File: src/common/safe_bus_consts.svh
// Safe bus constants
// Hart count, bus widths, isolation fill words and pair codes shared by the
// lockstep bus path
`ifndef SAFE_BUS_CONSTS_SVH
`define SAFE_BUS_CONSTS_SVH

// Number of harts in the lockstep cluster
`define NHARTS 3

// Bus widths
`define ADDR_W 32
`define DATA_W 32
`define BE_W   4

// Fill words for isolated harts
`define WFI_INSN  32'h10500073
`define DATA_FILL 32'h00000000

// One-hot pair codes for dual comparison
`define PAIR_01 3'b011
`define PAIR_12 3'b110
`define PAIR_02 3'b101

// Hart 0 is master out of reset
`define MASTER_RESET 3'b001

`endif

File: src/common/safe_bus_pkg.sv
// Safe bus types
// Request and response structs, operating modes and the configuration word
`default_nettype none

`include "safe_bus_consts.svh"

package safe_bus_pkg;

  // Instruction fetch request
  typedef struct packed {
    logic              req;
    logic [`ADDR_W-1:0] addr;
  } instr_req_t;

  // Load/store request
  typedef struct packed {
    logic              req;
    logic              we;
    logic [`BE_W-1:0]   be;
    logic [`ADDR_W-1:0] addr;
    logic [`DATA_W-1:0] wdata;
  } data_req_t;

  // Memory response, shared by both buses
  typedef struct packed {
    logic              gnt;
    logic              rvalid;
    logic [`DATA_W-1:0] rdata;
  } bus_resp_t;

  typedef enum logic [1:0] {
    MODE_INDEP = 2'd0,
    MODE_TMR   = 2'd1,
    MODE_DMR   = 2'd2
  } safe_mode_e;

  // Master is one-hot, pair and wfi use the pair codes
  typedef struct packed {
    safe_mode_e         mode;
    logic [`NHARTS-1:0] master;
    logic [2:0]         dmr_pair;
    logic [2:0]         dmr_wfi;
  } safety_cfg_t;

endpackage

`default_nettype wire

File: src/safety_mux/safety_mux.sv
// Safety multiplexer
// Latches the master hart while all harts sleep and routes one bus's
// requests and responses according to the operating mode
`timescale 1ns/1ps
`default_nettype none

`include "safe_bus_consts.svh"

module safety_mux #(
  parameter type req_t = safe_bus_pkg::instr_req_t
) (
  input  logic                                 clk_i,
  input  logic                                 rst_ni,
  input  safe_bus_pkg::safety_cfg_t            cfg_i,
  input  logic [`NHARTS-1:0]                   sleep_i,
  input  req_t [`NHARTS-1:0]                   hart_req_i,
  input  req_t                                 voted_i,
  input  req_t                                 compared_i,
  input  safe_bus_pkg::bus_resp_t [`NHARTS-1:0] iso_resp_i,
  input  safe_bus_pkg::bus_resp_t [`NHARTS-1:0] mem_resp_i,
  output req_t [`NHARTS-1:0]                   mem_req_o,
  output safe_bus_pkg::bus_resp_t [`NHARTS-1:0] hart_resp_o,
  output logic [`NHARTS-1:0]                   iso_req_o,
  input  logic                                 vote_err_i,
  input  logic                                 cmp_err_i,
  output logic                                 tmr_error_o,
  output logic                                 dmr_error_o
);

  import safe_bus_pkg::*;

  logic [`NHARTS-1:0] master_q;
  logic [1:0]         m_idx;
  logic [1:0]         lo_idx;
  logic [1:0]         hi_idx;
  logic [1:0]         third_idx;
  logic [1:0]         p_idx;
  logic               isolate;

  // Master only changes while every hart sleeps
  always_ff @(posedge clk_i or negedge rst_ni) begin
    if (!rst_ni) begin
      master_q <= `MASTER_RESET;
    end else if (sleep_i == '1) begin
      master_q <= cfg_i.master;
    end
  end

  // One-hot master to port index
  always_comb begin
    case (master_q)
      3'b010:  m_idx = 2'd1;
      3'b100:  m_idx = 2'd2;
      default: m_idx = 2'd0;
    endcase
  end

  // Pair members and the free hart
  always_comb begin
    case (cfg_i.dmr_pair)
      `PAIR_12: begin
        lo_idx    = 2'd1;
        hi_idx    = 2'd2;
        third_idx = 2'd0;
      end
      `PAIR_02: begin
        lo_idx    = 2'd0;
        hi_idx    = 2'd2;
        third_idx = 2'd1;
      end
      default: begin
        lo_idx    = 2'd0;
        hi_idx    = 2'd1;
        third_idx = 2'd2;
      end
    endcase
  end

  // Pair uses the master's port when the master belongs to it
  assign p_idx   = cfg_i.dmr_pair[m_idx] ? m_idx : lo_idx;
  assign isolate = (cfg_i.dmr_wfi == cfg_i.dmr_pair);

  // Hart request strobes drive the local grants
  always_comb begin
    for (int i = 0; i < `NHARTS; i++) begin
      iso_req_o[i] = hart_req_i[i].req;
    end
  end

  always_comb begin
    mem_req_o   = '0;
    hart_resp_o = '0;
    tmr_error_o = 1'b0;
    dmr_error_o = 1'b0;
    case (cfg_i.mode)
      MODE_INDEP: begin
        mem_req_o   = hart_req_i;
        hart_resp_o = mem_resp_i;
      end
      MODE_TMR: begin
        mem_req_o[m_idx] = voted_i;
        for (int i = 0; i < `NHARTS; i++) begin
          hart_resp_o[i] = mem_resp_i[m_idx];
        end
        tmr_error_o = vote_err_i;
      end
      MODE_DMR: begin
        // Free hart keeps its own port
        mem_req_o[third_idx]   = hart_req_i[third_idx];
        hart_resp_o[third_idx] = mem_resp_i[third_idx];
        if (isolate) begin
          hart_resp_o[lo_idx] = iso_resp_i[lo_idx];
          hart_resp_o[hi_idx] = iso_resp_i[hi_idx];
        end else begin
          mem_req_o[p_idx]    = compared_i;
          hart_resp_o[lo_idx] = mem_resp_i[p_idx];
          hart_resp_o[hi_idx] = mem_resp_i[p_idx];
        end
        dmr_error_o = cmp_err_i;
      end
      // Reserved encoding parks the bus
      default: begin
        mem_req_o = '0;
      end
    endcase
  end

endmodule

`default_nettype wire

File: src/dmr_comparator.sv
// DMR comparator
// Picks the two harts named by the pair code, forwards the lower-index one
// and flags any difference between them
`timescale 1ns/1ps
`default_nettype none

`include "safe_bus_consts.svh"

module dmr_comparator #(
  parameter type req_t = logic
) (
  input  req_t [`NHARTS-1:0] req_i,
  input  logic [2:0]         pair_i,
  output req_t               compared_o,
  output logic               error_o
);

  req_t req_lo;
  req_t req_hi;

  // Pair selection
  always_comb begin
    case (pair_i)
      `PAIR_12: begin
        req_lo = req_i[1];
        req_hi = req_i[2];
      end
      `PAIR_02: begin
        req_lo = req_i[0];
        req_hi = req_i[2];
      end
      // Pair 0/1, also used for unknown codes
      default: begin
        req_lo = req_i[0];
        req_hi = req_i[1];
      end
    endcase
  end

  assign compared_o = req_lo;
  assign error_o    = (req_lo != req_hi);

endmodule

`default_nettype wire

File: src/isolate_responder.sv
// Isolation responder
// Answers isolated harts locally: grant in the same cycle, rvalid one cycle
// later, read data fixed to a fill word
`timescale 1ns/1ps
`default_nettype none

`include "safe_bus_consts.svh"

module isolate_responder #(
  parameter logic [`DATA_W-1:0] FILL = `DATA_FILL
) (
  input  logic                                 clk_i,
  input  logic                                 rst_ni,
  input  logic [`NHARTS-1:0]                   req_i,
  input  logic                                 clear_i,
  output safe_bus_pkg::bus_resp_t [`NHARTS-1:0] resp_o
);

  logic [`NHARTS-1:0] rvalid_q;

  // Every grant becomes a read-valid on the next edge
  always_ff @(posedge clk_i or negedge rst_ni) begin
    if (!rst_ni) begin
      rvalid_q <= '0;
    end else if (clear_i) begin
      rvalid_q <= '0;
    end else begin
      rvalid_q <= req_i;
    end
  end

  always_comb begin
    for (int i = 0; i < `NHARTS; i++) begin
      resp_o[i].gnt    = req_i[i];
      resp_o[i].rvalid = rvalid_q[i];
      resp_o[i].rdata  = FILL;
    end
  end

endmodule

`default_nettype wire

File: src/safe_bus_wrapper.sv
// Safe bus wrapper
// Lockstep bus path for three harts: voter, comparator, isolation responder
// and safety mux for both the instruction and the data bus
`timescale 1ns/1ps
`default_nettype none

`include "safe_bus_consts.svh"

module safe_bus_wrapper (
  input  logic                                  clk_i,
  input  logic                                  rst_ni,
  input  safe_bus_pkg::instr_req_t [`NHARTS-1:0] hart_instr_req_i,
  input  safe_bus_pkg::data_req_t  [`NHARTS-1:0] hart_data_req_i,
  input  safe_bus_pkg::bus_resp_t  [`NHARTS-1:0] mem_instr_resp_i,
  input  safe_bus_pkg::bus_resp_t  [`NHARTS-1:0] mem_data_resp_i,
  input  safe_bus_pkg::safety_cfg_t              cfg_i,
  input  logic [`NHARTS-1:0]                    sleep_i,
  output safe_bus_pkg::instr_req_t [`NHARTS-1:0] mem_instr_req_o,
  output safe_bus_pkg::data_req_t  [`NHARTS-1:0] mem_data_req_o,
  output safe_bus_pkg::bus_resp_t  [`NHARTS-1:0] hart_instr_resp_o,
  output safe_bus_pkg::bus_resp_t  [`NHARTS-1:0] hart_data_resp_o,
  output logic                                  tmr_error_o,
  output logic                                  dmr_error_o
);

  import safe_bus_pkg::*;

  // Instruction bus
  instr_req_t                instr_voted;
  instr_req_t                instr_compared;
  logic                      instr_vote_err;
  logic                      instr_cmp_err;
  bus_resp_t [`NHARTS-1:0]   instr_iso_resp;
  logic [`NHARTS-1:0]        instr_iso_req;
  logic                      instr_tmr_err;
  logic                      instr_dmr_err;

  // Data bus
  data_req_t                 data_voted;
  data_req_t                 data_compared;
  logic                      data_vote_err;
  logic                      data_cmp_err;
  bus_resp_t [`NHARTS-1:0]   data_iso_resp;
  logic [`NHARTS-1:0]        data_iso_req;
  logic                      data_tmr_err;
  logic                      data_dmr_err;

  // Isolated rvalid is dropped whenever no pair is isolated
  logic iso_clear;
  assign iso_clear = (cfg_i.dmr_wfi == 3'b000);

  tmr_voter #(.req_t(instr_req_t)) u_instr_voter (
    .req_i   (hart_instr_req_i),
    .voted_o (instr_voted),
    .error_o (instr_vote_err)
  );

  dmr_comparator #(.req_t(instr_req_t)) u_instr_cmp (
    .req_i      (hart_instr_req_i),
    .pair_i     (cfg_i.dmr_pair),
    .compared_o (instr_compared),
    .error_o    (instr_cmp_err)
  );

  // Isolated harts fetch the sleep instruction
  isolate_responder #(.FILL(`WFI_INSN)) u_instr_iso (
    .clk_i   (clk_i),
    .rst_ni  (rst_ni),
    .req_i   (instr_iso_req),
    .clear_i (iso_clear),
    .resp_o  (instr_iso_resp)
  );

  safety_mux #(.req_t(instr_req_t)) u_instr_mux (
    .clk_i       (clk_i),
    .rst_ni      (rst_ni),
    .cfg_i       (cfg_i),
    .sleep_i     (sleep_i),
    .hart_req_i  (hart_instr_req_i),
    .voted_i     (instr_voted),
    .compared_i  (instr_compared),
    .iso_resp_i  (instr_iso_resp),
    .mem_resp_i  (mem_instr_resp_i),
    .mem_req_o   (mem_instr_req_o),
    .hart_resp_o (hart_instr_resp_o),
    .iso_req_o   (instr_iso_req),
    .vote_err_i  (instr_vote_err),
    .cmp_err_i   (instr_cmp_err),
    .tmr_error_o (instr_tmr_err),
    .dmr_error_o (instr_dmr_err)
  );

  tmr_voter #(.req_t(data_req_t)) u_data_voter (
    .req_i   (hart_data_req_i),
    .voted_o (data_voted),
    .error_o (data_vote_err)
  );

  dmr_comparator #(.req_t(data_req_t)) u_data_cmp (
    .req_i      (hart_data_req_i),
    .pair_i     (cfg_i.dmr_pair),
    .compared_o (data_compared),
    .error_o    (data_cmp_err)
  );

  // Isolated loads read zero
  isolate_responder #(.FILL(`DATA_FILL)) u_data_iso (
    .clk_i   (clk_i),
    .rst_ni  (rst_ni),
    .req_i   (data_iso_req),
    .clear_i (iso_clear),
    .resp_o  (data_iso_resp)
  );

  safety_mux #(.req_t(data_req_t)) u_data_mux (
    .clk_i       (clk_i),
    .rst_ni      (rst_ni),
    .cfg_i       (cfg_i),
    .sleep_i     (sleep_i),
    .hart_req_i  (hart_data_req_i),
    .voted_i     (data_voted),
    .compared_i  (data_compared),
    .iso_resp_i  (data_iso_resp),
    .mem_resp_i  (mem_data_resp_i),
    .mem_req_o   (mem_data_req_o),
    .hart_resp_o (hart_data_resp_o),
    .iso_req_o   (data_iso_req),
    .vote_err_i  (data_vote_err),
    .cmp_err_i   (data_cmp_err),
    .tmr_error_o (data_tmr_err),
    .dmr_error_o (data_dmr_err)
  );

  // Either bus can raise a lockstep error
  assign tmr_error_o = instr_tmr_err | data_tmr_err;
  assign dmr_error_o = instr_dmr_err | data_dmr_err;

endmodule

`default_nettype wire

File: src/tmr_voter.sv
// TMR voter
// Bitwise majority of three hart requests, with a flag when they disagree
`timescale 1ns/1ps
`default_nettype none

`include "safe_bus_consts.svh"

module tmr_voter #(
  parameter type req_t = logic
) (
  input  req_t [`NHARTS-1:0] req_i,
  output req_t               voted_o,
  output logic               error_o
);

  req_t agree_01;
  req_t agree_12;
  req_t agree_02;

  // Bits on which each pair of harts agrees on a one
  assign agree_01 = req_i[0] & req_i[1];
  assign agree_12 = req_i[1] & req_i[2];
  assign agree_02 = req_i[0] & req_i[2];

  // Any two ones win the bit
  assign voted_o = agree_01 | agree_12 | agree_02;

  // A single corrupted hart still votes correctly but is reported
  assign error_o = (req_i[0] != req_i[1]) || (req_i[1] != req_i[2]);

endmodule

`default_nettype wire

File: config.mk
export PLATFORM = sky130hd
export DESIGN_NAME = safe_bus_wrapper
export DESIGN_NICKNAME = d
export VERILOG_FILES = /design/src/common/safe_bus_pkg.sv /design/src/safety_mux/safety_mux.sv /design/src/dmr_comparator.sv /design/src/isolate_responder.sv /design/src/safe_bus_wrapper.sv /design/src/tmr_voter.sv
export VERILOG_INCLUDE_DIRS = /design/src /design/src/common
export SDC_FILE = /design/constraint.sdc
export NUM_CORES = 2
export LEC_CHECK = 0
export ABC_AREA = 1
export BUFFER_PORTS_ARGS = -buffer_cell sky130_fd_sc_hd__buf_2
export CAP_MARGIN = 30
export CORE_AREA = 2 2 402 404
export DETAILED_ROUTE_END_ITERATION = 16
export DIE_AREA = 0 0 404 406
export HOLD_SLACK_MARGIN = 0.15
export PLACE_DENSITY_LB_ADDON = 0.1
export SYNTH_ARGS = -nofsm -noshare
export SYNTH_HDL_FRONTEND = slang
export SYNTH_SLANG_ARGS = --single-unit
File: constraint.sdc
create_clock -name clk_i -period 2.6 [get_ports clk_i]
set_input_delay 0.26 -clock clk_i [delete_from_list [all_inputs] [get_ports clk_i]]
set_output_delay 0.26 -clock clk_i [all_outputs]
set_load 0.01 [all_outputs]
==> summary.md <==
| Metric | Value |
|---|---|
| Post-synth cell types | `47` |
| Port Buffers | `1043` |
| Worst-Margin Slew | `0.796 ns` |
| Synth Net Count | `6346` |
| Largest net degree at the start of global routing | `84` |
| Number of synthesis warnings | `0` |
| First-pass GRT wire length | `347000 um` |
| Fillers | `18300` |
| Via Count | `48200` |
| Die Ht | `406 um` |
| Post-synth ARST share | `1.00` |
| TritonCTS clock tree | `done` |
| Share of cells above drive strength 1 | `0.332` |
| Worst skew pair latency | `0.23 ns` |
| Mapped Cells | `5611` |
| EDFF count, synth | `0` |
| Core ar. | `160000 um^2` |
| Failing checks | `setup timing` |
| CTS root buf | `clkbuf_16` |
| Crit path kind | `reg2out` |
| TritonRoute pass-1 iters | `6` |
| GP Congestion | `0.951` |
| NumNets Final | `7952` |
| DRC errors left | `0` |
| Outcome | `complete, but fails checks` |
| Syn-to-layout area delta | `68.9%` |
| Seq/Total Area, Yosys | `0.00811` |
| Endpoints failing setup | `515` |
| Synthesized cell area | `27900 um^2` |
| Ports | `1044` |
| Final Hold Viols | `0` |
| Starting Density | `0.175` |
| Top_reg_cell synth | `dfrtp_1` |
| DP HPWL | `199000 um` |
| Antenna viol nets, final | `0` |
| # rows | `147` |
| CTS clk-pin slew, worst paths | `0.04 ns` |
| TNS Setup | `-126.28 ns` |
| Vias/cell | `5.16` |
| TritonCTS Buffers | `3` |
| Total GRT Usage | `0.291` |
| Initial antenna violation count | `91` |
| Clk_skew | `0 ns` |
| P_leak | `25.1 nW` |
| Vias in the first global route | `45400` |
| Die area | `164000 um^2` |
| DRT Wirelength | `255000 um` |
| Final Max Slew Viols | `0` |
| CTS Buffer Depth | `2` |
| Fin crit period | `3.03 ns` |
| Startpoint types | `flip-flop` |
| Clk sinks | `9` |
| GRT overflow | `0` |
| Max_slew headroom | `0.469` |
| Worst hold path class | `in2reg` |
| Register area | `226 um^2` |
| Fin crit share | `1.17` |
| Hold Slack | `0.264 ns` |
| CP Capture Type | `primary output` |
| WL/cell | `27.3 um` |
| Worst Path Max Fanout | `5` |
| DIE WIDTH | `404 um` |
| PD cells | `317 nW/um^2` |
| Post-synthesis register bit count | `9` |
| MaxCap Viol Count | `0` |
| Peak VDD IR | `0.155 mV` |
| Worst endpoint data arrival time | `2.77 ns` |
| Setup WS post-layout | `-0.434 ns` |
| 1st-iter DRT viols | `4786` |
| Area of the multi-input gates | `25500 um^2` |
| Syn avg cell area | `4.98 um^2` |
| RSZ-0062 raised after global routing | `true` |
| CP required | `2.34 ns` |
| Max Fclk | `330 MHz` |
| H-tree depth | `1` |
| Reg2reg setup slack | `1.68 ns` |
## what timing repair did
action | 4_1_cts | 5_1_grt
resized for setup | 540 | 196
gates cloned | 28 | 10
pin swaps | 108 | 50
endpoints found under the hold margin | 9 | 0
setup buffers | 63 | 14
hold buffers | 1 | 0
endpoints found under the setup margin | 515 | 515
## placed cells by master (no fill, tap or decap), drive strengths merged, types with 39 or more instances in the layout
master,count
a31oi,39
a22oi,213
a21oi,335
nor4,51
o21ai,591
nand4,99
ha,206
o22ai,46
buf,2006
a211oi,74
inv,626
o221ai,48
o211ai,161
nor2,379
nand2,1779
nand3,427
## metal layers
layer | GRT usage | share of wire
met5 | 0 | 0.0011
met4 | 0.102 | 0.039
met3 | 0.0476 | 0.073
met2 | 0.496 | 0.47
met1 | 0.368 | 0.42
## metrics by stage
step,util,setup slack [ns],std cells,total power [W],area [um^2]
global placement,0.266,-0.930,9199,0.0124,42400
finish,0.295,-0.434,9337,0.0149,47100
CTS,0.288,-0.424,9281,0.0143,46000
global route,0.295,-0.497,9323,0.0159,47100
floorplan,-,0.321,5611,0.00551,27900
detailed placement,0.266,-0.907,9199,0.0124,42400
## flip-flops by register name, indices dropped and copies added (netlist names)
signal,cells
u_data_iso.rvalid_q,3
u_instr_mux.master_q,3
u_instr_iso.rvalid_q,3
## report_power, final
| group | internal (W) | switching (W) |
|---|---|---|
| clock network | 0.000203 | 0.0000682 |
| registers | 0.000157 | 0.0000126 |
| logic | 0.00583 | 0.00867 |
## Yosys cell counts (all sizes together) (18+ instances only)
master	count	area share
nand4	99	0.022
a21oi	335	0.060
o2111ai	26	0.0082
o22ai	46	0.010
o211ai	161	0.043
nand3b	18	0.0048
nor2	379	0.052
a31oi	39	0.0087
inv	629	0.085
ha	206	0.092
nand2	1778	0.24
buf	139	0.024
nor4	51	0.011
a211oi	74	0.020
o221ai	48	0.015
o21ai	591	0.11
clkbuf	283	0.038
a22oi	213	0.057
nand3	427	0.077
## path summary, 6_finish.rpt
kind,start,to,cells past startpoint
min in group asynchronous,rst_ni,u_instr_iso.rvalid_q[0],2
max reg2reg,u_instr_mux.master_q[2],u_instr_mux.master_q[2],2
min,cfg_i[6],u_instr_mux.master_q[0],2
min reg2reg,u_instr_mux.master_q[0],u_instr_mux.master_q[0],1
max in group asynchronous,rst_ni,u_instr_mux.master_q[0],2
max,u_instr_mux.master_q[0],mem_data_req_o[54],17
## critical path, stage by stage, from the launching register on
cell and delay (ns):
dfstp_2 0.58, nor3_4 0.06, buf_12 0.13, nand2_4 0.05, o21ai_2 0.05, inv_2 0.09
nand2_2 0.07, nand2_4 0.09, nand2_8 0.08, nor2_4 0.19, nand2_8 0.17, clkinv_16 0.12
buf_16 0.16, clkbuf_16 0.21, a21oi_4 0.07, o21ai_2 0.13, nand2_1 0.10, buf_2 0.15
## cells by family (layout without fill, tap and decap cells)
family,count (synthesis),in the layout,share of synthesized area
AND/OR/NAND/NOR,2769,2770,0.412
AO/OA/AOI/OAI,1568,1568,0.339
buffers and inverters,1053,2657,0.147
adder cells (fa/ha/maj),206,206,0.0923
flip-flops,9,9,0.00811
XOR/XNOR,4,4,0.00126
multiplexers,2,2,0.000807
other,0,35,0
## final cells by class
class / instances / area share
antenna: 35 / 0.00186
clock buffer: 3 / 0.00159
clock inverter: 1 / 0.000106
inverter: 631 / 0.0514
multi-input combinational: 4550 / 0.541
sequential: 9 / 0.00480
tap: 2086 / 0.0554
timing repair buffer: 2022 / 0.344
Note: power is estimated with default switching activity, not from simulation.
